===== src/rtl/ray_fifo.sv =====
`default_nettype none

module ray_fifo #(
    parameter type payload_t = logic [7:0],
    parameter int  DEPTH     = 16
) (
    input  logic     clock,
    input  logic     reset,
    input  logic     wr_en,
    input  payload_t din,
    output logic     full,
    output logic     almost_full,
    input  logic     rd_en,
    output payload_t dout,
    output logic     empty
);

    payload_t                    mem [DEPTH];
    logic [$clog2(DEPTH)-1:0]    wr_ptr;
    logic [$clog2(DEPTH)-1:0]    rd_ptr;
    logic [$clog2(DEPTH+1)-1:0]  count;
    logic                        do_wr;
    logic                        do_rd;

    assign do_wr = wr_en && !full;
    assign do_rd = rd_en && !empty;

    assign full        = count == DEPTH;
    assign almost_full = count >= DEPTH - 2;
    assign empty       = count == 0;

    // show-ahead output
    assign dout = mem[rd_ptr];

    always_ff @(posedge clock) begin
        if (do_wr) begin
            mem[wr_ptr] <= din;
        end
    end

    always_ff @(posedge clock) begin
        if (reset) begin
            wr_ptr <= '0;
            rd_ptr <= '0;
            count  <= '0;
        end else begin
            if (do_wr) begin
                wr_ptr <= (wr_ptr == DEPTH - 1) ? '0 : wr_ptr + 1'b1;
            end
            if (do_rd) begin
                rd_ptr <= (rd_ptr == DEPTH - 1) ? '0 : rd_ptr + 1'b1;
            end
            if (do_wr && !do_rd) begin
                count <= count + 1'b1;
            end else if (do_rd && !do_wr) begin
                count <= count - 1'b1;
            end
        end
    end

    a_no_write_when_full: assert property (@(posedge clock) disable iff (reset)
        wr_en |-> !full);

    a_no_read_when_empty: assert property (@(posedge clock) disable iff (reset)
        rd_en |-> !empty);

endmodule

`default_nettype wire


===== config.mk =====
export PLATFORM = sky130hd
export DESIGN_NAME = ray_fifo
export DESIGN_NICKNAME = d
export VERILOG_FILES = /design/src/rtl/ray_fifo.sv
export SDC_FILE = /design/constraint.sdc
export NUM_CORES = 1
export LEC_CHECK = 0
export BUFFER_PORTS_ARGS = -buffer_cell sky130_fd_sc_hd__buf_2
export CORE_UTILIZATION = 64
export DETAILED_ROUTE_END_ITERATION = 8
export PLACE_DENSITY = 0.89
export SLEW_MARGIN = 25
export SYNTH_ARGS = -nofsm -noshare
export SYNTH_HDL_FRONTEND = slang
export SYNTH_SLANG_ARGS = --single-unit

===== constraint.sdc =====
create_clock -name clock -period 5.3 [get_ports clock]
set_input_delay 0.53 -clock clock [delete_from_list [all_inputs] [get_ports clock]]
set_output_delay 0.53 -clock clock [all_outputs]
set_load 0.1 [all_outputs]

# Word-level counts from Yosys, hierarchy flattened
# Memories as Yosys holds them, arrays and structs flattened. A register that Yosys moved wholly into a read port is not among the register bits.
# Index checks and enable logic that the tools add are counted.
[classes]
addsub = 4
multipliers = 0
n_div = 0
magnitude_cmp = 1
n_eq_ne = 3
shifts = 0
n_mux = 8
bitwise_logic = 0
reduce_logical = 10
[op_table]
columns = ["op", "n"]
rows = [
  ["2-to-1 mux 4 bit", 4],
  ["2-to-1 mux 5 bit", 2],
  ["adder 4 x 1 -> 4 bit, second input constant", 2],
  ["equality test 4 bit, second input constant", 2],
  ["adder 5 x 1 -> 5 bit, second input constant", 1],
  ["equality test 5 bit, second input constant", 1],
  [">= comparator 5 x 4 -> 1 bit, second input constant", 1],
  ["zero test 5 bit", 1],
  ["subtractor 5 x 1 -> 5 bit, second input constant", 1],
  ["logical AND 1 bit", 4],
  ["zero test 1 bit", 4],
  ["2-to-1 mux 1 bit", 2],
  ["nonzero test 2 bit", 1],
]
[word_totals]
regBits = 13
latchBits = 0
ram_bits = 128
romBits = 0
inputBits = 12
out_inout_bits = 11
word_cells = 30
n_memories = 1
[mem_list]
columns = ["name", "words", "width", "rd", "rd_ports_with_merged_regs", "wr", "line_no", "rtl"]
rows = [
  ["mem", 16, 8, 1, 1, 1, "18", "payload_t mem [DEPTH];"],
]

# Longest topological paths before layout
[depth]
depth_word = 7
mapped_depth = 11
depth_no_buf = 10

# Worst setup path after synthesis
# Ideal clock, no wire load.
[synth_timing]
kind = "flip-flop to output port"
startpoint = "reg count[0]"
endpoint = "out empty"
arrival_time_ns = 2.259
required_ns = 4.770
path_slack_ns = 2.511
stages_incl_launch_ff = 4
path_buffers = 1
path_cell_list = "dfxtp_1 or4_1 buf_6 nor2_1"
[synth_via]
elab_chain_len = 1
[synth_rtl]
columns = ["item", "line_no", "rtl"]
rows = [
  ["from (decl)", "21", "logic [$clog2(DEPTH+1)-1:0] count;"],
  ["from (signal assigned)", "54", "count <= count + 1'b1;"],
  ["from (signal assigned)", "56", "count <= count - 1'b1;"],
  ["zero test 5 bit", "30", "assign empty = count == 0;"],
  ["to (decl)", "15", "output logic empty"],
]
# No other way between the ends.

==> Flow_metrics.wiki <==
{| class="wikitable"
! Metric !! Value
|-
| Status || completed
|-
| Final worst hold slack || around 350 ps
|-
| Category of the most critical setup path || register to output pin
|-
| Number of remaining DRC errors || 0
|-
| Reg-to-reg critical path endpoint || count[4]$_SDFFE_PP0P_
|-
| Sw Pwr || about 1.1 mW
|-
| Sw Share || 0.3186
|-
| Internal reg-to-reg setup slack || 2260 ps
|-
| Layout Cells excl Fill || 470
|-
| Area of the multi-input gates || around 1500 sq um
|-
| Number of DRC markers after the initial detailed-route iteration || slightly above 300
|-
| Number of distinct library cell variants in the gate-level netlist after synthesis || 38
|-
| Peak fanout along the critical path || 19
|-
| Row count || 34
|-
| Number of CTS-inserted buffers || 17
|-
| PwrDens || roughly 520 nW/um^2
|-
| Global-route wire length before repair || 18310 um
|-
| P_leak || approximately 2.2 nW
|-
| Required time reported for the critical path endpoint || 4770 ps
|-
| Combinational cell fraction of total power || 0.242
|-
| Part of the cycle the worst path needs || 0.6638
|-
| Worst-case vdd ir drop || approximately 0.44 mV
|-
| RD Place Congestion || ~0.8
|-
| Die Area || roughly 9400 sq um
|-
| Share of async-settable or async-resettable flops after synthesis || 0
|-
| Remaining antenna violation count after routing || 0
|-
| Hold Vio Cnt, Final || 0
|-
| Setup violators final || 0
|-
| Detail-routed via count per cell || between 6 and 7
|-
| Avg Synthesized Cell Area || between 15 and 20 sq um
|-
| Clock Power Share || 0.361
|-
| Maximum clock frequency || roughly 280 MHz
|-
| Critical register-to-register path startpoint || count[0]$_SDFFE_PP0P_
|-
| Number of hold buffers added after cts || 0
|-
| Ranking of synthesized cells by area || sky130_fd_sc_hd__edfxtp_1 67%, sky130_fd_sc_hd__mux4_2 12%, sky130_fd_sc_hd__dfxtp_1 5.9%, sky130_fd_sc_hd__a22oi_1 2.1%, sky130_fd_sc_hd__nor2_1 2.0%
|-
| Layout cell share with drive strength beyond 1 || 0.2707
|-
| Slew margin rel. || 0.3412
|-
| Final critical delay including setup and external delays || ~3500 ps
|-
| Slew Limit Fails || 0
|-
| Largest net degree at the start of global routing || 21
|-
| Startpoint of the tightest hold check path || wr_en
|-
| Routed len/inst || roughly 25 um
|-
| Total Neg Setup Slack || 0 ps
|-
| Vias post-DR || between 3000 and 4000
|-
| Area grow syn2layout || 14.69%
|-
| Top_reg_cell synth || sky130_fd_sc_hd__edfxtp_1
|-
| Post-DP Area || ~6000 sq um
|-
| Max-cap viol count || 0
|-
| Worst setup endpoint || dout[0]
|-
| Number of diodes || 0
|-
| Post-cts gate resize count || 0
|-
| Crit path arrival time || roughly 3000 ps
|-
| Clock tree root buffer cell || sky130_fd_sc_hd__clkbuf_8
|-
| Cell Int Power || roughly 2.3 mW
|-
| Effective utilization at floorplan || 0.6623
|-
| Kind of end point of the critical path || output pin
|-
| Flop and latch count out of synthesis || 145
|-
| Worst Reg2Reg Path Length in Cells || 9
|-
| Final-layout fill cell count || 464
|-
| Detailed-route wire length || 11950 um
|-
| Top cell type by total area after synthesis || sky130_fd_sc_hd__edfxtp_1
|-
| Syn Inst Count || ~320
|-
| Number of global-route vias before repair || between 3000 and 4000
|-
| Number of placed instances with taps included || 438
|-
| Global-route total usage across every layer || 0.2743
|-
| Proportion of power drawn by flip-flops and latches || 0.397
|-
| Synthesized area || roughly 5800 sq um
|-
| Port bufs || 22
|-
| Clk_lat worst skew || roughly 520 ps
|-
| Worst Tran Pin Value || 986.9 ps
|-
| Total clock sinks || about 150
|-
| Floorplan Core Area || approximately 8700 sq um
|-
| Total grt overflow || 0
|-
| CTS clk-pin slew, worst paths || 60 ps
|-
| Clock Skews || 10.11 ps
|-
| Number of top-level design ports || 23
|-
| Final net count || between 300 and 400
|-
| Share of the synthesized area in the top cell type || 0.6655
|-
| Die Span Y || about 97 um
|-
| Longest Clk Path Bufs || 2
|-
| Setup repair after global routing missed its margin || false
|-
| Detailed-router iteration count before antenna repair || 5
|-
| TritonCTS clock tree || done
|-
| Final Cell Area || 6624 sq um
|-
| Number of enable-type register cells in the synthesized netlist || 128
|-
| Final Total Pwr || ~3.4 mW
|-
| Syn Nets || approximately 340
|-
| Startpoint type of the worst setup path || register
|-
| Sequential element share of the synthesized area || 0.7244
|-
| Sequential cell area || around 4200 sq um
|-
| CTS HTree Levels || 4
|-
| Class of the tightest hold or removal check || input pin to register
|-
| Half-perimeter wire length of the detailed placement result || between 6000 and 7000 um
|-
| Post-CTS setup buffer count || 0
|-
| Die X || 97.00 um
|-
| Number of antenna violations at the first check in global routing || 0
|-
| Yosys warning count || 0
|}
[cell usage in the layout, fill, tap and decap left out, types with 3 or more instances in the layout]
cell type / n
sky130_fd_sc_hd__a21oi_1: 8
sky130_fd_sc_hd__a22oi_1: 16
sky130_fd_sc_hd__buf_2: 22
sky130_fd_sc_hd__buf_4: 6
sky130_fd_sc_hd__bufinv_16: 4
sky130_fd_sc_hd__clkbuf_16: 16
sky130_fd_sc_hd__clkinv_4: 5
sky130_fd_sc_hd__dfxtp_1: 16
sky130_fd_sc_hd__edfxtp_1: 128
sky130_fd_sc_hd__ha_1: 9
sky130_fd_sc_hd__inv_1: 8
sky130_fd_sc_hd__mux2i_1: 4
sky130_fd_sc_hd__mux4_2: 32
sky130_fd_sc_hd__nand2_1: 16
sky130_fd_sc_hd__nor2_1: 31
sky130_fd_sc_hd__nor3_1: 4
sky130_fd_sc_hd__xor2_1: 3
[power groups by stage]
| stage | clock, mW | combinational, mW | sequential [mW] |
|---|---|---|---|
| 5_1_grt | 1.29 | 0.877 | 1.37 |
| 3_3_place_gp | 0 | 0.803 | 1.38 |
| 6_report | 1.24 | 0.831 | 1.37 |
| 4_1_cts | 1.25 | 0.834 | 1.37 |
| 3_5_place_dp | 0 | 0.823 | 1.39 |
| 2_1_floorplan | 0 | 0.715 | 1.34 |
[how the worst min path moves through the flow]
stage,to,slack [ps],cells after the start
final,wr_ptr[3]$_SDFFE_PP0P_,350,3
after global routing,wr_ptr[3]$_SDFFE_PP0P_,350,3
after CTS,wr_ptr[3]$_SDFFE_PP0P_,330,3
after detailed placement,register,510,2
after global placement,rd_ptr[3]$_SDFFE_PP0N_,500,2
after floorplan,register,480,2
[layer usage]
metal | GRT usage | part of all wire | vias to the layer above
met4 | 0.1251 | 0.027 | 0
li1 | - | - | 1327
met2 | 0.4724 | 0.54 | 175
met3 | 0.05419 | 0.079 | 31
met1 | 0.3372 | 0.36 | 1579
met5 | 0 | 0 | -
[cell usage after synthesis (2+ instances only)]
library cell / n
sky130_fd_sc_hd__edfxtp_1: 128
sky130_fd_sc_hd__mux4_2: 32
sky130_fd_sc_hd__nor2_1: 31
sky130_fd_sc_hd__dfxtp_1: 17
sky130_fd_sc_hd__a22oi_1: 16
sky130_fd_sc_hd__nand2_1: 16
sky130_fd_sc_hd__ha_1: 9
sky130_fd_sc_hd__a21oi_1: 8
sky130_fd_sc_hd__clkbuf_1: 8
sky130_fd_sc_hd__inv_1: 8
sky130_fd_sc_hd__buf_2: 4
sky130_fd_sc_hd__mux2i_1: 4
sky130_fd_sc_hd__nor3_1: 4
sky130_fd_sc_hd__xor2_1: 3
sky130_fd_sc_hd__a311o_1: 2
sky130_fd_sc_hd__buf_1: 2
sky130_fd_sc_hd__nand2b_1: 2
sky130_fd_sc_hd__nor2b_1: 2
sky130_fd_sc_hd__o21ai_4: 2
[layout make-up]
cell class | instances | share of cell area
Sequential cell | 145 | 0.6318
Multi-Input combinational cell | 148 | 0.2248
Clock buffer | 18 | 0.06309
Clock inverter | 14 | 0.03136
Timing Repair Buffer | 28 | 0.02342
Tap cell | 108 | 0.02040
Inverter | 9 | 0.005100
[cell families after synthesis]
kind of cell    share of synthesized area
flops                              0.7244
simple gates                      0.04701
mux                                0.1337
compound gates                    0.04810
buf+inv                           0.01776
fa+ha+maj                         0.02296
xor+xnor                         0.006067
[worst max-delay path: stages (launching register included)]
cell                      delay, ps
sky130_fd_sc_hd__dfxtp_1        970
sky130_fd_sc_hd__buf_4          390
sky130_fd_sc_hd__mux4_2         360
sky130_fd_sc_hd__a22oi_1        320
sky130_fd_sc_hd__nand2_1        120
sky130_fd_sc_hd__buf_2          300
[stage by stage]
step	util	worst slack, ps
after detailed placement	0.6878	2263
after floorplan	-	2511
final	0.7595	1782
after global placement	0.6878	2345
after CTS	0.7595	1797
after global routing	0.7595	1682
[flip-flops by register name, summed over array words and instances (netlist names), named ones only]
register / count
count: 5
rd_ptr: 4
mem: 128
wr_ptr: 4
(Power assumes the default switching activity.)
