### config.mk
export PLATFORM = sky130hd
export DESIGN_NAME = triangle_mem
export DESIGN_NICKNAME = d
export VERILOG_FILES = /design/src/rtl/trace_cfg_pkg.sv /design/src/rtl/trace_types_pkg.sv /design/src/rtl/triangle_mem.sv
export SDC_FILE = /design/constraint.sdc
export NUM_CORES = 1
export LEC_CHECK = 0
export BUFFER_PORTS_ARGS = -buffer_cell sky130_fd_sc_hd__buf_2
export CORE_UTILIZATION = 40
export CTS_CLUSTER_DIAMETER = 200
export DETAILED_ROUTE_END_ITERATION = 8
export PLACE_DENSITY_LB_ADDON = 0.12
export SKIP_LAST_GASP = 1
export SYNTH_ARGS = -nofsm -noshare
export SYNTH_HDL_FRONTEND = slang
export SYNTH_SLANG_ARGS = --single-unit
### constraint.sdc
create_clock -name clock -period 14.3 [get_ports clock]
set_input_delay 2.86 -clock clock [delete_from_list [all_inputs] [get_ports clock]]
set_output_delay 2.86 -clock clock [all_outputs]
set_load 0.02 [all_outputs]
### src/rtl/trace_cfg_pkg.sv
`default_nettype none

package trace_cfg_pkg;

    // coordinate and depth formats
    localparam int COORD_BITS = 12;
    localparam int DEPTH_BITS = 16;

    // triangle store
    localparam int NUM_TRI     = 16;
    localparam int TRI_ID_BITS = 4;

    // wrapping ray counter
    localparam int RAY_ID_BITS = 8;

    // queue depths
    localparam int RAY_FIFO_DEPTH    = 16;
    localparam int RESULT_FIFO_DEPTH = 8;

    // a single cross product fits here, the edge sum needs one bit more
    localparam int EDGE_BITS = 25;

endpackage

`default_nettype wire

### src/rtl/trace_types_pkg.sv
`default_nettype none

package trace_types_pkg;

    import trace_cfg_pkg::*;

    // point in the image plane, ray travels along +z
    typedef struct packed {
        logic signed [COORD_BITS-1:0] x;
        logic signed [COORD_BITS-1:0] y;
    } ray_t;

    typedef struct packed {
        logic signed [COORD_BITS-1:0] x;
        logic signed [COORD_BITS-1:0] y;
    } vertex_t;

    // counter-clockwise winding, flat at one depth
    typedef struct packed {
        vertex_t                 v0;
        vertex_t                 v1;
        vertex_t                 v2;
        logic [DEPTH_BITS-1:0]   depth;
    } triangle_t;

    // tri_id and depth are zero on a miss
    typedef struct packed {
        logic [RAY_ID_BITS-1:0]  ray_id;
        logic                    hit;
        logic [TRI_ID_BITS-1:0]  tri_id;
        logic [DEPTH_BITS-1:0]   depth;
    } result_t;

endpackage

`default_nettype wire

### src/rtl/triangle_mem.sv
`default_nettype none

module triangle_mem (
    input  logic                                  clock,
    input  logic                                  wr_en,
    input  logic [trace_cfg_pkg::TRI_ID_BITS-1:0] wr_addr,
    input  trace_types_pkg::triangle_t            din,
    input  logic [trace_cfg_pkg::TRI_ID_BITS-1:0] rd_addr,
    output trace_types_pkg::triangle_t            dout
);

    import trace_cfg_pkg::*;
    import trace_types_pkg::*;

    triangle_t mem [NUM_TRI];

    // contents come from host loads only
    always_ff @(posedge clock) begin
        if (wr_en) begin
            mem[wr_addr] <= din;
        end
        dout <= mem[rd_addr];
    end

endmodule

`default_nettype wire

* Word level (Yosys, flattened, before mapping)
Memory sizes are Yosys's and may differ from the RTL's. A register that Yosys moved wholly into a read port is not among the register bits.
Cells that the tools add are included.
** Operators by class
- Multiplexer cells :: 2
** Operator list (number)
- $mux 1 :: 2
** Word-level totals
- Input port bits :: 98
- Register bits :: 0
- RAM bits :: 1408
- Output and inout bits :: 88
- Word-level logic and storage cells :: 3
- Memories :: 1
** Memory list
- mem :: words 16, width 88, rd ports 1, clocked after memory_dff 1, wr ports 1, RTL line triangle_mem.sv:15 : triangle_t mem [NUM_TRI];

* Depth between registers and ports, before layout
Gate-level depths: netlist of the first run.
- Depth in word-level cells :: 2
- Gate-level depth with buffers :: 6
- Mapped depth without buffers :: 3

* Worst setup path after synthesis of the first run
OpenSTA, ideal clock, no wires.
- Kind :: input to register
- From :: in wr_addr[2] in the netlist's numbering
- To :: mem mem[0][0] in the netlist's numbering (enable)
- Data required time :: 13.656 ns
- Path slack :: 4.399 ns
- Cell stages on the path :: 2
- Setup time :: 0.644 ns
- Buffers on the path :: 0
- Arrival :: 9.258 ns
- Path through :: or3b_1 -> nor3_1
** RTL lines
- start: declaration :: RTL line triangle_mem.sv:6 : input logic [trace_cfg_pkg::TRI_ID_BITS-1:0] wr_addr,
- end: declaration :: RTL line triangle_mem.sv:15
Straight into the memory's write port.

==> results.md, run 1 <==
Finish:
- Once layout is done, the placed cells without fillers occupy 62700 um^2.
- The area growth from synthesis to layout is 15.3%.
- The final-stage net count is 2626.
- The share of layout cells above drive strength 1 is 0.312.

Timing:
- At the pin with the least slew margin, the transition time is 1.17 ns.
- Setup violations remaining at the end of the flow were counted as 0.
- The highest clock rate is 180 MHz.
- The final hold violation count is 0.
- The number of max-slew violations in the final report is 0.
- The setup TNS is 0 ns.
- Clock skew on the completed layout was measured at 0.0300 ns.
- Setup repair after global routing left no endpoint under its margin.
- The minimum hold slack is 0.661 ns.
- The shortest period the worst path allows is 5.56 ns.
- In the finished design, the share of the clock period the worst path needs comes to 0.389.
- The headroom to the max-slew limit is 0.219.

Global routing:
- The overall overflow remaining after global route is 0.
- The all-layer global routing usage is 0.192.
- The number of antenna violations at the first check in global routing is 25.
- Entering global routing, the biggest net connects 112 pins.
- The via count of the first global-routing pass is 26100.
- The global-route wire length before repair is 188 mm.

Logic synthesis:
- The post-synthesis cell type count is 18.
- The sequential cell area fraction in the yosys report is 0.810.
- The post-synthesis cell count is 2256.
- The post-synthesis register bit count is 1496.
- The synthesized netlist net count is 2354.
- The average instance in the mapped netlist occupies 24.1 um^2.
- Yosys attributes the largest share of cell area to sky130_fd_sc_hd__edfxtp_1 78%, sky130_fd_sc_hd__mux4_2 15%, sky130_fd_sc_hd__dfxtp_1 3.2%.
- The mapped netlist covers 54400 um^2.
- The share of synthesized area in the top cell type comes to 0.778.
- The biggest area contributor in the post-synthesis netlist is sky130_fd_sc_hd__edfxtp_1.
- The warning count from the yosys run is 0.

Worst setup path:
- The cell type of the slowest stage on the worst timing path is sky130_fd_sc_hd__buf_4.
- The most frequent cell on the critical path is sky130_fd_sc_hd__buf_4.
- The worst register-to-register path has a setup slack of 12.83 ns.
- The critical path data required time is 14.95 ns.
- The logic depth of the worst register-to-register path is 3.
- Of all nets on the critical path, the largest fanout is 61.
- The endpoint of the lowest-slack register-to-register path is dout[80]$_DFF_P_.
- The startpoint type of the worst setup path is an input port.
- In this run the critical register-to-register path is launched from mem[2][80]$_DFFE_PP_.
- The critical path is of the input port to flip-flop type.
- The number of buffer and inverter stages on the critical path is 3.
- The kind of cell with the highest combined delay on the critical path is buffers and inverters.
- In this design, the stage delay of the slowest critical-path cell is 0.88 ns.
- The endpoint arrival time on the critical path is 6.21 ns.
- Walking the worst path, the cells encountered are buf_8, buf_4, buf_4, mux4_2, a22oi_1, nand2_1.
- STA classifies the critical path endpoint as a flip-flop.

Routing:
- Wires add up to 129 mm.
- The detail route stage leaves a number of antenna-violating nets equal to 0.
- The via-per-instance ratio is 5.51.
- The overall via count from detail_route is 24400.
- After detailed routing, the average wire length per cell comes to 29.2 um.
- For this run, design rule violations remaining after detail routing come to 0.
- The count of TritonRoute iterations in the first routing pass is 5.
- The number of DRC markers in iteration 0 is 2076.

Worst hold path:
- The worst hold path terminates at dout[53]$_DFF_P_.
- The worst hold path begins at mem[15][53]$_DFFE_PP_.
- The worst hold path was traced through 3 stages.
- The tightest min-delay check is of the flip-flop to flip-flop type.

Run:
- Across the run, the number of max-cap violations was 0.

Clocking:
- The number of clock buffers added by TritonCTS is 158.
- The CTS H-tree depth is 4.
- The clock passes through at most 3 buffers.
- The buffer type at the clock tree root is sky130_fd_sc_hd__clkbuf_16.
- The number of clock sinks seen by CTS is 1496.
- The clock tree from TritonCTS is built.
- The quantity of gates resized following cts is 0.
- Buffers added to address setup during post-CTS repair amount to 0.
- The number of buffers added to fix hold violations after cts is 0.
- At the later pin of the worst-skew pair, clock insertion delay measures 0.78 ns.
- The clock transition at the register clock pins on the worst setup and hold paths after CTS is 0.06 ns.

Placement:
- Summing all placed instances gives a cell area of 57500 um^2.
- The placed wire-length estimate after detailed placement is 60.8 mm.
- Routability-driven placement finished with a final weighted congestion of 0.690.
- The count of buffers added on input and output ports is 185.

Floorplan:
- In this run the horizontal extent of the chip is 371 um.
- The starting density of the core is 0.405.
- The placeable core region is 134000 um^2.
- 186 I/O pins were placed.
- The die covers 137000 um^2.
- Row generation in the floorplan step produced 134 rows.
- The height of the die is 371 um.

Pwr:
- The leakage power of the design is 20.0 nW.
- For this design the ratio of total power to cell area is 151 nW/um^2.
- IR analysis of the VDD net gives a maximum drop of 0.115 mV.

Status:
- The flow ran to the end, and the final reports show no timing, DRC or antenna violations.
flip-flops by register name (all words and copies together) (netlist names):
name  flops
mem    1408
dout     88
final cells by class:
class,count,area (um^2)
clock buffer,217,4390
multi-input combinational,643,9850
antenna,3,7.51
clock inverter,78,835
fill,11000,71400
tap,1768,2210
sequential,1496,44000
timing repair buffer,229,1360
layer usage:
metal | vias up | share of wire | wire (um) | GRT usage
met5 | - | 0.00087 | 113 | 0
met4 | 18 | 0.017 | 2250 | 0.0472
met3 | 182 | 0.053 | 6870 | 0.0394
met2 | 598 | 0.46 | 59600 | 0.290
met1 | 13400 | 0.47 | 60600 | 0.285
li1 | 10300 | - | - | -
synth_stat cells (all sizes together):
| master | number |
|---|---|
| a22oi | 176 |
| and2 | 1 |
| buf | 71 |
| clkbuf | 46 |
| dfxtp | 88 |
| edfxtp | 1408 |
| mux4 | 352 |
| nand2 | 89 |
| nand2b | 2 |
| nand3 | 1 |
| nand3b | 2 |
| nor2 | 13 |
| nor2b | 2 |
| nor3 | 4 |
| or3b | 1 |
cell families (layout without fill, tap and decap cells):
logic type	count (synthesis)	in the layout	share of synthesized area
compound gates	176	176	0.0243
buf+inv	117	524	0.0113
flops	1496	1496	0.810
mux	352	352	0.146
other cells	0	3	0
simple gates	115	115	0.00852
where the power goes:
group | leakage (nW) | switching, mW | internal, mW
clock | 2.54 | 1.67 | 2.41
combinational | 4.01 | 0.281 | 0.168
sequential | 13.5 | 0.0372 | 4.90
per-stage QoR:
step,utilization,instances,setup WS (ns),total power [mW]
floorplan,-,2256,4.40,5.29
global placement,0.428,4136,7.81,5.48
detailed placement,0.428,4136,7.77,5.49
CTS,0.467,4431,8.62,9.59
global route,0.467,4431,8.31,9.78
finish,0.467,4434,8.74,9.47
how the worst max path moves through the flow:
| stage | from | end | slack [ns] | cells past startpoint |
|---|---|---|---|---|
| after floorplan | wr_addr[2] | mem[0][0]$_DFFE_PP_ | 4.40 | 2 |
| after global placement | rd_addr[0] | dout[16]$_DFF_P_ | 7.81 | 6 |
| after detailed placement | rd_addr[0] | dout[13]$_DFF_P_ | 7.77 | 6 |
| after CTS | rd_addr[0] | dout[17]$_DFF_P_ | 8.62 | 6 |
| after global routing | rd_addr[0] | dout[2]$_DFF_P_ | 8.31 | 6 |
| final | rd_addr[0] | dout[17]$_DFF_P_ | 8.74 | 6 |
placed cells by master (no fill, tap or decap), types with 3 or more instances in the layout:
cell type and instances:
sky130_fd_sc_hd__nand2_1 89, sky130_fd_sc_hd__bufinv_16 14, sky130_fd_sc_hd__a22oi_1 176, sky130_fd_sc_hd__diode_2 3
sky130_fd_sc_hd__buf_12 7, sky130_fd_sc_hd__dfxtp_1 88, sky130_fd_sc_hd__clkinvlp_4 4, sky130_fd_sc_hd__edfxtp_1 1408
sky130_fd_sc_hd__clkbuf_16 160, sky130_fd_sc_hd__clkinv_1 26, sky130_fd_sc_hd__clkbuf_8 17, sky130_fd_sc_hd__clkinv_8 5
sky130_fd_sc_hd__mux4_2 352, sky130_fd_sc_hd__nor3_2 4, sky130_fd_sc_hd__inv_6 6, sky130_fd_sc_hd__nor2_4 13
sky130_fd_sc_hd__buf_2 183, sky130_fd_sc_hd__clkinv_2 19, sky130_fd_sc_hd__buf_4 37, sky130_fd_sc_hd__clkbuf_1 40
tightest hold or removal path, delay by kind of cell, from the launching register on:
family,cells,cell delay [ns]
AOI/OAI and AO/OA,1,0.06
DFF,1,0.31
and+or+nand+nor,1,0.05
muxes,1,0.22
Power figures use the tool's default switching activity.
==> inputs of run 2 (changes only) <==
- clock period: 14.3 -> 4.6 ns (I/O delays scaled with it)
==> run 2 against run 1 <==
Compared with the run above: clock skew shrank 0.011 ns; combinational power grew to 3.2 times the previous value; sequential share of layout area shrank 0.63 points; register-to-register slack lost 9.7 ns; global-route usage shrank 0.068 points; sequential power grew to 3.1 times the previous value; power grew to 3.1 times the previous value; hold slack lost 0.13 ns; critical path depth shrank 5.
==> results.md, run 2 (synthesis gave the netlist of run 1 again) <==
Clocking:
- The worst-skew pair later-pin latency came to 0.76 ns (-0.02 ns).
- The number of buffers added to fix hold violations after cts is 0 (unchanged).
- The buffer depth of the longest clock path is 3 (unchanged).
- The post-CTS setup repair buffer count came to 0 (unchanged).
- The number of clock sinks seen by CTS was 1496 (unchanged).
- The clock transition at the register clock pins on the worst setup and hold paths after CTS came to 0.06 ns (about the same).
- The CTS H-tree depth was 4 (unchanged).
- The quantity of gates resized following cts came to 0 (unchanged).
- The number of buffers inserted during clock tree synthesis is 156 (-1.3%).
- TritonCTS built the clock tree.
- The tree is rooted in a sky130_fd_sc_hd__clkbuf_16.

Finish:
- The largest registers in the layout are mem: 1408 flops, dout: 88 flops.
- The library cells used most frequently in the layout, excluding fill and tap cells, are 1408 x sky130_fd_sc_hd__edfxtp_1, 352 x sky130_fd_sc_hd__mux4_2, 183 x sky130_fd_sc_hd__buf_2.
- The number of flip-flops in the largest register is 1408 (unchanged).
- The register ranked first by flip-flop count is mem.
- The area growth from synthesis to layout is 16.4%.
- The most common cell after layout, fill and taps aside is sky130_fd_sc_hd__edfxtp_1.
- The final-stage net count was 2652 (+0.99%).
- The share of layout cells above drive strength 1 came to 0.317 (+0.00552).

Global routing:
- The global routing met1 resource utilization is 0.280 (-0.00486).
- The maximum number of pins on one net before global-route repair is 89 (-21%).
- The number of antenna violations at the first check in global routing is 25 (unchanged).
- The met3 capacity usage during global routing is 0.0413 (+0.00194).
- The via count of the first global-routing pass is 26100 (+0.16%).
- The met2 capacity usage during global routing is 0.292 (+0.00176).
- The overall overflow remaining after global route is 0 (unchanged).
- The routing layer with the top usage in global route is met2.
- The all-layer global routing usage came to 0.191 (-0.000676).
- The global-route wire length before repair is 186 mm (-0.78%).

Routing:
- The residual DRC count is 0 (unchanged).
- The number of DRC markers in iteration 0 is 2248 (+8.3%).
- The routed wire length per instance is 29.0 um (-0.67%).
- The total wire length came to 129 mm (about the same).
- The via-per-instance ratio is 5.53 (+0.37%).
- The count of TritonRoute iterations in the first routing pass is 5 (unchanged).
- The overall via count from detail_route is 24700 (+1.0%).
- The number of routed nets with antenna violations is 0 (unchanged).

Timing:
- Static timing analysis puts the maximum clock frequency at 417 MHz.
- The worst setup skew after layout is 0.0192 ns (-0.0108 ns).
- The minimum hold slack was 0.529 ns (-0.131 ns).
- The shortest period the worst path allows is 2.40 ns.
- The headroom to the max-slew limit came to 0.259 (+0.0400).
- The final hold violation count came to 0 (unchanged).
- The final setup slack of the worst path came to 2.20 ns (-6.54 ns).
- The number of setup violations in the final report is 0 (unchanged).
- In the finished design, the share of the clock period the worst path needs comes to 0.522.
- Setup repair after global routing left no endpoint under its margin.
- The transition at the pin with the smallest max-transition slack is 1.11 ns (-0.0627 ns).
- The setup TNS is 0 ns (unchanged).
- The number of max-slew violations in the final report is 0 (unchanged).

Worst setup path:
- The maximum single-stage delay on the critical path is 0.49 ns (-0.39 ns).
- The cell type of the slowest stage on the worst timing path is sky130_fd_sc_hd__dfxtp_1.
- The capturing element type of the critical path is an output pin.
- The critical path data required time is 3.68 ns (-11.27 ns).
- The start of the worst register-to-register path is mem[3][70]$_DFFE_PP_.
- The maximum fanout encountered on the critical timing path is 1 (-98%).
- The endpoint arrival time on the critical path is 1.48 ns (-4.73 ns).
- The worst setup path is launched from a flip-flop.
- The number of buffer and inverter stages on the critical path is 1 (-2).
- The kind of cell with the highest combined delay on the critical path is flip-flops.
- The critical path is of the flip-flop to output pin type.
- The reg2reg setup slack is 3.13 ns (-9.70 ns).
- The logic depth of the worst register-to-register path is 3 (unchanged).
- The signal on the critical path passes through buf_2.
- The endpoint identified for the worst register-to-register timing path is dout[70]$_DFF_P_.

Placement:
- The number of port buffers is 185 (unchanged).
- The setup slack after placement is 1.48 ns (-6.29 ns).
- The placed wire-length estimate after detailed placement was 62.5 mm (+2.9%).
- The final estimated routing congestion in global placement came to 0.686 (-0.51%).

Status:
- The flow ran to the end, and the final reports show no timing, DRC or antenna violations.

Worst hold path:
- The start point of the worst hold path is din[47].
- The cell depth of the worst hold path is 1 (-2).
- The path category of the worst min-delay check is input port to flip-flop.
- For hold timing, the worst endpoint is mem[13][47]$_DFFE_PP_.

Floorplan:
- The area of the die is 137000 um^2 (unchanged).
- The number of standard-cell rows in the floorplan came to 134 (unchanged).
- The starting density of the core is 0.405 (unchanged).
- The count of pins on the block boundary was 186 (unchanged).
- The placeable core region is 134000 um^2 (unchanged).
- The width of the die is 371 um (unchanged).
- The height of the die was 371 um (unchanged).

Run:
- The max-capacitance violation count is 0 (unchanged).

Pwr:
- The leakage power of the design is 20.2 nW (+1.1%).
- The maximum vdd drop was 0.385 mV (+230%).
- The power density over the cells is 460 nW/um^2 (+200%).
==> run 2: cell types whose count changed in the layout (fill, tap and decap cells not counted), moves of 4 or more <==
cell and delta:
sky130_fd_sc_hd__buf_12 +39, sky130_fd_sc_hd__buf_4 -11, sky130_fd_sc_hd__clkbuf_1 +8, sky130_fd_sc_hd__bufinv_16 -7, sky130_fd_sc_hd__clkinv_1 -7, sky130_fd_sc_hd__clkbuf_8 +6
sky130_fd_sc_hd__diode_2 +5, sky130_fd_sc_hd__nor3_2 -4, sky130_fd_sc_hd__nor3_4 +4
==> run 2: where the power goes <==
part	leakage, nW	switching (mW)	total [mW]	internal (mW)
registers	13.5	0.109	15.3	15.2
clock network	2.48	5.04	12.3	7.26
logic	4.31	0.886	1.45	0.561
total	20.2	6.03	29.1	23.1
==> run 2: per-layer routing <==
layer,vias to the layer above,part of all wire
met2,676,0.46
met1,13500,0.46
met5,-,0.0013
met4,26,0.018
met3,193,0.060
li1,10300,-
==> run 2: metrics by stage <==
stage	total power, mW	util	cells	instance area [um^2]
after detailed placement	17.1	0.434	4164	58200
final	29.1	0.472	4462	63300
after CTS	29.4	0.472	4454	63200
after global placement	17.1	0.434	4164	58200
after floorplan	16.4	-	2256	54400
after global routing	30.0	0.472	4454	63200
==> run 2: area by class of cell <==
class                      count  area, um^2
multi-input combinational    643        9870
clock buffer                 234        4580
sequential                  1496       44000
fill                       11000       70900
clock inverter                56         482
antenna                        8        20.0
tap                         1768        2210
timing repair buffer         257        2060
==> run 2: worst max-delay path by stage <==
stage | end | slack [ns] | cells after the start | from
6_report | dout[8] | 2.20 | 1 | dout[8]$_DFF_P_
3_3_place_gp | dout[16]$_DFF_P_ | 1.52 | 5 | rd_addr[0]
3_5_place_dp | dout[65]$_DFF_P_ | 1.48 | 5 | rd_addr[0]
4_1_cts | dout[8] | 2.15 | 1 | dout[8]$_DFF_P_
2_1_floorplan | mem[1][0]$_DFFE_PP_ | -0.98 | 2 | wr_addr[2]
5_1_grt | dout[8] | 2.16 | 1 | dout[8]$_DFF_P_
==> run 2: worst register-to-register path: stages, from the launching register on <==
cell and delay [ns]:
sky130_fd_sc_hd__edfxtp_1 0.36, sky130_fd_sc_hd__mux4_2 0.46, sky130_fd_sc_hd__a22oi_1 0.21, sky130_fd_sc_hd__nand2_1 0.24
