--- config.mk ---
export PLATFORM = sky130hd
export DESIGN_NAME = hit_accumulate_flat
export DESIGN_NICKNAME = d
export VERILOG_FILES = /design/src/rtl/trace_cfg_pkg.sv /design/src/rtl/trace_types_pkg.sv /design/src/rtl/trace_if.sv /design/src/rtl/hit_accumulate.sv /design/src/flat_wrapper.sv
export SDC_FILE = /design/constraint.sdc
export NUM_CORES = 1
export LEC_CHECK = 0
export BUFFER_PORTS_ARGS = -buffer_cell sky130_fd_sc_hd__buf_2
export CORE_ASPECT_RATIO = 0.6
export CORE_MARGIN = 2
export CORE_UTILIZATION = 53
export DETAILED_ROUTE_END_ITERATION = 7
export PLACE_DENSITY = 0.86
export SLEW_MARGIN = 20
export SYNTH_ARGS = -nofsm -noshare
export SYNTH_HDL_FRONTEND = slang
export SYNTH_SLANG_ARGS = --single-unit
--- constraint.sdc ---
create_clock -name clock -period 2.8 [get_ports clock]
set_clock_uncertainty 0.2 [all_clocks]
set_input_delay 0.28 -clock clock [delete_from_list [all_inputs] [get_ports clock]]
set_output_delay 0.28 -clock clock [all_outputs]
set_load 0.02 [all_outputs]
--- src/rtl/trace_cfg_pkg.sv ---
`default_nettype none

package trace_cfg_pkg;

    // coordinate and depth formats
    localparam int COORD_BITS = 12;
    localparam int DEPTH_BITS = 16;

    // triangle store
    localparam int NUM_TRI     = 16;
    localparam int TRI_ID_BITS = 4;

    // wrapping ray counter
    localparam int RAY_ID_BITS = 8;

    // queue depths
    localparam int RAY_FIFO_DEPTH    = 16;
    localparam int RESULT_FIFO_DEPTH = 8;

    // a single cross product fits here, the edge sum needs one bit more
    localparam int EDGE_BITS = 25;

endpackage

`default_nettype wire

--- src/rtl/trace_types_pkg.sv ---
`default_nettype none

package trace_types_pkg;

    import trace_cfg_pkg::*;

    // point in the image plane, ray travels along +z
    typedef struct packed {
        logic signed [COORD_BITS-1:0] x;
        logic signed [COORD_BITS-1:0] y;
    } ray_t;

    typedef struct packed {
        logic signed [COORD_BITS-1:0] x;
        logic signed [COORD_BITS-1:0] y;
    } vertex_t;

    // counter-clockwise winding, flat at one depth
    typedef struct packed {
        vertex_t                 v0;
        vertex_t                 v1;
        vertex_t                 v2;
        logic [DEPTH_BITS-1:0]   depth;
    } triangle_t;

    // tri_id and depth are zero on a miss
    typedef struct packed {
        logic [RAY_ID_BITS-1:0]  ray_id;
        logic                    hit;
        logic [TRI_ID_BITS-1:0]  tri_id;
        logic [DEPTH_BITS-1:0]   depth;
    } result_t;

endpackage

`default_nettype wire

--- src/rtl/trace_if.sv ---
`default_nettype none


// coverage verdict for one pair
interface hit_if;

    import trace_cfg_pkg::*;

    logic                    valid;
    logic                    last;
    logic [RAY_ID_BITS-1:0]  ray_id;
    logic [TRI_ID_BITS-1:0]  tri_id;
    logic                    hit;
    logic [DEPTH_BITS-1:0]   depth;

    modport src (output valid, output last, output ray_id, output tri_id, output hit,
                 output depth);

    modport dst (input valid, input last, input ray_id, input tri_id, input hit,
                 input depth);

endinterface

`default_nettype wire

--- src/rtl/hit_accumulate.sv ---
`default_nettype none

module hit_accumulate (
    input  logic                        clock,
    input  logic                        reset,
    hit_if.dst                          hit,
    output logic                        result_wr,
    output trace_types_pkg::result_t    result
);

    import trace_cfg_pkg::*;
    import trace_types_pkg::*;

    logic                    best_hit;
    logic [TRI_ID_BITS-1:0]  best_tri_id;
    logic [DEPTH_BITS-1:0]   best_depth;
    logic                    take;
    logic                    nxt_hit;
    logic [TRI_ID_BITS-1:0]  nxt_tri_id;
    logic [DEPTH_BITS-1:0]   nxt_depth;

    // strict compare, so ties keep the lower tri_id
    assign take       = hit.hit && (!best_hit || hit.depth < best_depth);
    assign nxt_hit    = take || best_hit;
    assign nxt_tri_id = take ? hit.tri_id : best_tri_id;
    assign nxt_depth  = take ? hit.depth : best_depth;

    always_ff @(posedge clock) begin
        if (reset) begin
            best_hit    <= 1'b0;
            best_tri_id <= '0;
            best_depth  <= '0;
            result_wr   <= 1'b0;
        end else begin
            result_wr <= hit.valid && hit.last;
            if (hit.valid) begin
                // cleared best gives the zero fields of a miss
                best_hit    <= hit.last ? 1'b0 : nxt_hit;
                best_tri_id <= hit.last ? '0 : nxt_tri_id;
                best_depth  <= hit.last ? '0 : nxt_depth;
            end
        end
    end

    always_ff @(posedge clock) begin
        if (hit.valid && hit.last) begin
            result.ray_id <= hit.ray_id;
            result.hit    <= nxt_hit;
            result.tri_id <= nxt_tri_id;
            result.depth  <= nxt_depth;
        end
    end

    a_single_write: assert property (@(posedge clock) disable iff (reset)
        result_wr |=> !result_wr);

endmodule

`default_nettype wire

--- src/flat_wrapper.sv ---
// flat-port wrapper written by rule: the top's interface ports become plain ports
module hit_accumulate_flat import trace_cfg_pkg::*; import trace_types_pkg::*;
  (clock, reset, result_wr, result, hit_valid, hit_last, hit_ray_id, hit_tri_id, hit_hit, hit_depth);
  hit_if hit_i ();
  input  logic clock;
  input  logic reset;
  output logic result_wr;
  output trace_types_pkg::result_t result;
  input wire logic [$bits(hit_i.valid)-1:0] hit_valid;
  input wire logic [$bits(hit_i.last)-1:0] hit_last;
  input wire logic [$bits(hit_i.ray_id)-1:0] hit_ray_id;
  input wire logic [$bits(hit_i.tri_id)-1:0] hit_tri_id;
  input wire logic [$bits(hit_i.hit)-1:0] hit_hit;
  input wire logic [$bits(hit_i.depth)-1:0] hit_depth;
  assign hit_i.valid = hit_valid;
  assign hit_i.last = hit_last;
  assign hit_i.ray_id = hit_ray_id;
  assign hit_i.tri_id = hit_tri_id;
  assign hit_i.hit = hit_hit;
  assign hit_i.depth = hit_depth;
  hit_accumulate u_core (.clock(clock), .reset(reset), .hit(hit_i), .result_wr(result_wr), .result(result));
endmodule
Word-level counts from Yosys, hierarchy flattened. Cells that the tools add are included.

$lt $le $gt $ge: 1. Mux-type cells: 5. Reduce and logical (&&, ||, !) cells: 5.

Operators by type and width (count): 16-bit two-way mux (2); 16-bit less-than comparator (1); 4-bit two-way mux (2); 1-bit logical AND (2); 1-bit logical OR (2); 1-bit logical NOT (1); 1-bit two-way mux (1).

Register bits: 51. Input port bits: 33. Output and inout bits: 30. Word-level logic and storage cells: 19.

Logic depth before layout (Yosys ltp). Gate-level depths: netlist (run 1).

Depth after elaboration: 5. Mapped depth: 8. Gate-level depth less buffers: 7.

Worst setup path before layout (run 1). Ideal clock, no wire load.

Kind: flip-flop to flip-flop. Start point: register u_core.best_depth[15]. End point: register, netlist name u_core.result[0]. Setup time: 0.260 ns. Arrival: 1.895 ns. Data required time: 2.340 ns. Slack: 0.445 ns. Stages on the path, launching flop included: 9. Path buffers: 1. Period minus slack after synthesis: 2.355 ns. Path through: dfxtp_1 > inv_1 > ha_1 > nand4_1 > nor3_1 > a31oi_2 > a2bb2oi_1 > buf_6 > mux2_4.

Word-level cells in the longest chain between the ends: 4.

RTL lines: from (decl) (line hit_accumulate.sv:16) `logic [DEPTH_BITS-1:0] best_depth;`; from (signal assigned) (line hit_accumulate.sv:40) `best_depth <= hit.last ? '0 : nxt_depth;`; 16-bit less-than comparator (line hit_accumulate.sv:23) `assign take = hit.hit && (!best_hit || hit.depth < best_depth);`; 1-bit logical OR (line hit_accumulate.sv:23); 1-bit logical AND (line hit_accumulate.sv:23); 16-bit two-way mux (line hit_accumulate.sv:26) `assign nxt_depth = take ? hit.depth : best_depth;`; named net u_core.nxt_depth[0] (line hit_accumulate.sv:20) `logic [DEPTH_BITS-1:0] nxt_depth;`.

The timed path passes the listed nets, and every way through them passes these cells. A chain may end at the register's enable or synchronous reset.

Worst setup path in the final report (run 1).
Start point: register u_core.best_depth[14]. End point: register, netlist name u_core.result[19].

Word-level cells in the longest chain between the ends: 4.

RTL lines: 16-bit less-than comparator (line hit_accumulate.sv:23); 1-bit logical OR (line hit_accumulate.sv:23); 1-bit logical AND (line hit_accumulate.sv:23); 4-bit two-way mux (line hit_accumulate.sv:25) `assign nxt_tri_id = take ? hit.tri_id : best_tri_id;`; named net u_core.nxt_tri_id[3] (line hit_accumulate.sv:19) `logic [TRI_ID_BITS-1:0] nxt_tri_id;`.

The timed path passes the listed nets, and every way through them passes these cells.

==> metrics.md, run 1 <==
| Metric | Value |
|---|---|
| Synth top cells by count | inv_1 (36), edfxtp_1 (29), dfxtp_1 (22), nand3_1 (22) |
| Status | completed |
| Seq/Total Area, Yosys | just over 50% |
| Reg2Reg Setup Slack | ~220 ps |
| Ant diodes | 0 |
| Vias | about 2,100 |
| Cell Chain, Critical Path | inv_1, ha_1, nand4_1, buf_4, nor3_2, nor4_1, a2bb2oi_2, buf_12, mux2_4 |
| Ratio of cells with drive above 1 in the final layout | 30.1% |
| WP data arrival | approximately 2400 ps |
| Vias in the first global route | between 1,500 and 2,000 |
| Synth Flop Type | edfxtp_1 |
| Tot Pwr | roughly 1.7 mW |
| Final setup vio count | 0 |
| Synth top area share | 33.9% |
| Layout net count | between 300 and 400 |
| # IOs | 63 |
| Core area | roughly 4600 µm² |
| Worst VDD drop | between 200 and 300 µV |
| Tcrit/Tclk final | between 90% and 100% |
| Crit path from | u_core.best_depth[14]$_SDFFE_PP0P_ |
| GRT Total Usage | between 20% and 30% |
| CTS tree | done |
| Initial antenna violation count | 0 |
| Die ar. | approximately 5400 µm² |
| Worst-Skew Late Latency | around 310 ps |
| Max FO, Critical Path | 14 |
| #FFs+latches synth | between 50 and 60 |
| Crit path to | u_core.result[19]$_DFFE_PP_ |
| Routed WL | slightly below 6000 µm |
| Finished Layout Cells | 372 |
| Die width | ~94 µm |
| Placed instance count | 355 |
| WL/cell | roughly 16 µm |
| Clk buf depth | 2 |
| TritonRoute pass-1 iters | 4 |
| Routed Antenna Nets | 0 |
| Worst Setup Start Kind | register |
| Synth area leader | edfxtp_1 |
| Cells after synthesis | 233 |
| WS Path Type | reg2reg |
| Synth Area per Inst | around 11 µm² |
| Hold WC Path Type | in2reg |
| Largest stage delay, worst path | about 370 ps |
| Slowest stage cell, crit path | dfxtp_1 |
| Largest net degree at the start of global routing | 24 |
| Critical path required time | between 2000 and 3000 ps |
| CP endpoint kind | register |
| Max-cap violations | 0 |
| Synth area leaders | edfxtp_1 (34%), dfxtp_1 (17%), ha_1 (7.3%), o221ai_1 (6.8%), mux2i_1 (5.8%) |
| TritonCTS Sinks | just over 50 |
| Synthesis warning total | 0 |
| Gpl congestion | 0.880 |
| Pwr/cell area | around 520 nW/µm² |
| Clk root buf | clkbuf_8 |
| Max-slew headroom | 57.6% |
| Worst-margin pin slew | around 630 ps |
| Leakage power | 1.34 nW |
| Total congestion overflow | 0 |
| Syn Nets | roughly 280 |
| Reg2reg end | u_core.result[19]$_DFFE_PP_ |
| DP HPWL | 4070 µm |
| Post-Route Hold Slack | about 87 ps |
| Setup TNS | 0 ps |
| Drt drc | 0 |
| Number of synthesized flops with an enable pin | 29 |
| Async S/R FF share, synth | 0% |
| Chip Height | between 50 and 60 µm |
| Final count of hold timing violations | 0 |
| IO buf count | 62 |
| CTS buffer count | 5 |
| H-Tree Depth | 2 |
| First DRT Iteration DRCs | 214 |
| # rows | 19 |
| Synth unique cells | 29 |
| DR vias/cell | approximately 5.6 |
| Worst r2r src | u_core.best_depth[14]$_SDFFE_PP0P_ |
| Setup repair after global routing missed its margin | false |
| Fmax | slightly below 400 MHz |
| Final max-slew violation count | 0 |
| First-pass GRT wire length | 9440 µm |
| Synth-to-layout area growth | 25.5% |
| Final min period | ~2600 ps |
| Clock slew at reported path FFs | ~100 ps |
| Mapped cell area | ~2600 µm² |
| Starting density of the core | a little under three fifths |
| Most common cell in the netlist | inv_1 |
| Cell count of the worst reg-to-reg path | 9 |
metal layers:
layer	track usage, %	part of all wire [%]	vias up
met3	4.81	6.2	8
met4	5.80	0.81	0
met1	32.1	48	1005
li1	-	-	1008
met2	36.3	45	71
met5	0	0	-
where the power goes:
part           leakage, nW  switching (mW)  internal, mW
clock network       0.0514           0.244         0.267
registers            0.455          0.0158         0.836
logic                0.834           0.175         0.130
total                 1.34           0.435          1.23
cells in the final DEF, fill, tap and decap left out, types with 8 or more instances in the layout:
master,instances
buf_2,62
inv_1,36
edfxtp_1,29
nand3_1,22
dfxtp_1,22
nand3b_1,20
o221ai_1,20
mux2i_1,15
ha_1,15
buf_4,10
dlygate4sd3_1,8
kinds of logic after synthesis:
logic type,Yosys count,share of synthesized area (%)
DFF,51,51.0
muxes,20,8.77
and+or+nand+nor,63,14.6
buffers and inverters,50,7.84
AOI/OAI and AO/OA,34,10.5
adders and majority gates,15,7.31
final cells by class:
cell class                      count  area, µm²
Tap cell                           63       78.8
Timing Repair Buffer               82        505
Clock inverter                      2       37.5
Fill cell                         353       1390
Multi-Input combinational cell    132       1080
Clock buffer                        6       72.6
Inverter                           36        135
Sequential cell                    51       1310
per-stage QoR:
stage          utilization (%)  instance area [µm²]  setup slack [ps]
2_1_floorplan                -                 2570               445
3_3_place_gp              65.2                 3010               315
3_5_place_dp              65.2                 3010               207
4_1_cts                   69.3                 3200               194
5_1_grt                   69.9                 3220              91.0
6_report                  69.9                 3220               222
flip-flops by register name, indices dropped and copies added (netlist names):
signal / count
u_core.best_depth: 16
u_core.best_hit: 1
u_core.best_tri_id: 4
u_core.result: 29
u_core.result_wr: 1
worst min path at each step:
stage	end	from	slack, ps	cells after the start
CTS	u_core.best_depth[14]$_SDFFE_PP0P_	hit_depth[14]	80	3
global route	u_core.result[16]$_DFFE_PP_	hit_tri_id[0]	80	2
finish	u_core.best_depth[14]$_SDFFE_PP0P_	hit_depth[14]	90	3
floorplan	u_core.result[21]$_DFFE_PP_	hit_ray_id[0]	180	0
global placement	u_core.result[23]$_DFFE_PP_	hit_ray_id[2]	260	1
detailed placement	u_core.result[23]$_DFFE_PP_	hit_ray_id[2]	260	1
what timing repair did:
item,4_1_cts,5_1_grt
setup buffers,0,1
gates resized for setup,0,4
setup endpoints to repair,0,5
endpoints found under the hold margin,8,0
hold buffers,8,0
critical path: cells and delay by family, from the launching register on:
family / cells / cell delay [ps]
simple gates: 3 / 470
buf+inv: 3 / 450
flops: 1 / 370
fa+ha+maj: 1 / 310
mux: 1 / 310
compound gates: 1 / 220
(Power assumes the default switching activity.)
==> run 2: changes to the inputs <==
==> constraint.sdc (replaced) <==
create_clock -name clock -period 2.8 [get_ports clock]
set_clock_uncertainty 0.2 [all_clocks]
set_input_delay 0.7 -clock clock [delete_from_list [all_inputs] [get_ports clock]]
set_output_delay 0.7 -clock clock [all_outputs]
set_load 0.02 [all_outputs]
==> run 2 against run 1 <==
Against the previous run: non-clock buffer count fell by 1; worst hold slack improved by 250 ps; combinational power down 3%; highest routed layer unchanged; total power up 0.78%; flip-flop and latch count is the same; sequential power barely moved; via count decreased by 0.53%; global-route usage rose by 0.52 points; largest power group unchanged; critical path depth is 1 lower; count of clock-buffer cells in the layout fell by 1.
==> metrics.md, run 2 (same netlist as run 1, synthesis figures left out) <==
| Metric | Value |
|---|---|
| WS Path Type | in2reg |
| Critical path required time | 2670 ps |
| Max FFs per register | 29 |
| Setup bufs post-CTS | 0 |
| Placed instance count | between 300 and 400 |
| Worst Setup Start Kind | input port |
| Routed Antenna Nets | 0 |
| Clock slew at reported path FFs | around 100 ps |
| Hold WC Path Type | reg2reg |
| Routed WL | 6030 µm |
| Setup ws final | around 160 ps |
| Max FO, Critical Path | 7 |
| Cell Chain, Critical Path | buf_2, ha_1, nand4_1, a311oi_1, a31oi_2, a2bb2oi_2, buf_4, mux2_4 |
| # IOs | 63 |
| Leakage power | roughly 1.3 nW |
| Vias | ~2,100 |
| Status | completed |
| DR vias/cell | 5.61 |
| Switch Pwr | 0.449 mW |
| Fillers | ~380 |
| WP data arrival | 2510 ps |
| WL/cell | around 16 µm |
| Most frequent cells in the layout | buf_2 (62), inv_1 (36), edfxtp_1 (29) |
| Worst VDD drop | approximately 270 µV |
| H-Tree Depth | 2 |
| Tot Pwr | around 1.7 mW |
| Vias in the first global route | approximately 2,000 |
| Starting density of the core | between 50% and 60% |
| TritonCTS Sinks | 51 |
| CP endpoint kind | register |
| TritonRoute pass-1 iters | 4 |
| Layout net count | 355 |
| Clk root buf | clkbuf_8 |
| Synth-to-layout area growth | 22.9% |
| GRT Total Usage | 23.2% |
| Seq pwr share | roughly half |
| Largest net degree at the start of global routing | 23 |
| Max-slew headroom | between 70% and 80% |
| Worst-Skew Late Latency | ~300 ps |
| First-pass GRT wire length | 9690 µm |
| Gpl congestion | 0.817 |
| Final setup vio count | 0 |
| CTS tree | done |
| Cts repair resizes | 0 |
| Max-cap violations | 0 |
| Chip Height | ~58 µm |
| DP HPWL | about 4500 µm |
| Die ar. | about 5400 µm² |
| Reg2Reg Setup Slack | between 200 and 250 ps |
| Instance area at placement | just over 3000 µm² |
| Comb pwr share | between 10% and 20% |
| CTS buffer count | 5 |
| Final count of hold timing violations | 0 |
| Leading cell type in the layout, fill and taps excluded | buf_2 |
| Finished Layout Cells | between 300 and 400 |
| Finished Cell Area | ~3200 µm² |
| Die width | around 94 µm |
| Tcrit/Tclk final | a little over nine tenths |
| Drt drc | 0 |
| Slowest stage cell, crit path | a311oi_1 |
| Int Power | between 1 and 1.5 mW |
| Largest stage delay, worst path | about 360 ps |
| Clk buf depth | 2 |
| Biggest regs | u_core.result: 29 flops, u_core.best_depth: 16 flops, u_core.best_tri_id: 4 flops |
| First DRT Iteration DRCs | around 160 |
| Ratio of cells with drive above 1 in the final layout | 31.5% |
| Final max-slew violation count | 0 |
| Worst-margin pin slew | between 300 and 400 ps |
| Setup repair after global routing missed its margin | false |
| Final min period | 2640 ps |
| Setup WS pre-CTS | -171 ps |
| Fmax | 379 MHz |
| Sw Share | 26.7% |
| Core area | 4610 µm² |
| Largest register by flop count | u_core.result |
| Initial antenna violation count | 0 |
| Clk pwr share | between 30% and 40% |
| IO buf count | 62 |
| # rows | 19 |
| Pwr/cell area | between 500 and 600 nW/µm² |
| Setup TNS | 0 ps |
| Ant diodes | 0 |
| Hold buffers post-CTS | 0 |
| Total congestion overflow | 0 |
==> run 2: path summary, 6_finish.rpt <==
path | cells after the start | startpoint | end
setup reg to reg | 8 | u_core.best_depth[15]$_SDFFE_PP0P_ | u_core.result[18]$_DFFE_PP_
setup / recovery | 8 | hit_depth[15] | u_core.result[18]$_DFFE_PP_
hold / removal | 2 | u_core.best_depth[2]$_SDFFE_PP0P_ | u_core.best_depth[2]$_SDFFE_PP0P_
hold reg to reg | 2 | u_core.best_depth[2]$_SDFFE_PP0P_ | u_core.best_depth[2]$_SDFFE_PP0P_
==> run 2: per-layer routing <==
layer | vias up | global-route usage [%] | routed length (µm)
li1 | 1001 | - | -
met1 | 975 | 32.5 | 2810
met2 | 97 | 37.0 | 2670
met3 | 8 | 5.46 | 506
met4 | 0 | 6.00 | 47
met5 | - | 0 | 0
==> run 2: worst max-delay path, delay by kind of cell <==
family,cells,cell delay [ps]
AO/OA/AOI/OAI,3,620
multiplexers,1,310
buffers and inverters,2,310
AND/OR/NAND/NOR,1,260
adder cells (fa/ha/maj),1,300
==> run 2: power groups by stage <==
stage | clock (mW) | sequential (mW) | combinational [mW]
detailed placement | 0 | 0.870 | 0.294
global route | 0.575 | 0.857 | 0.321
floorplan | 0 | 0.901 | 0.146
global placement | 0 | 0.869 | 0.280
CTS | 0.540 | 0.853 | 0.295
finish | 0.532 | 0.853 | 0.295
==> run 2: cell type report <==
class,instances,area (µm²),area share [%]
Timing Repair Buffer,81,453,14.3
Clock inverter,3,47.5,1.51
Tap cell,63,78.8,2.50
Clock buffer,5,68.8,2.18
Inverter,36,135,4.28
Multi-Input combinational cell,132,1060,33.7
Sequential cell,51,1310,41.5
==> run 2: metrics by stage <==
stage | hold slack (ps) | utilization, %
floorplan | 288 | -
global placement | 301 | 65.9
detailed placement | 317 | 65.9
CTS | 340 | 68.4
global route | 349 | 68.4
finish | 337 | 68.4
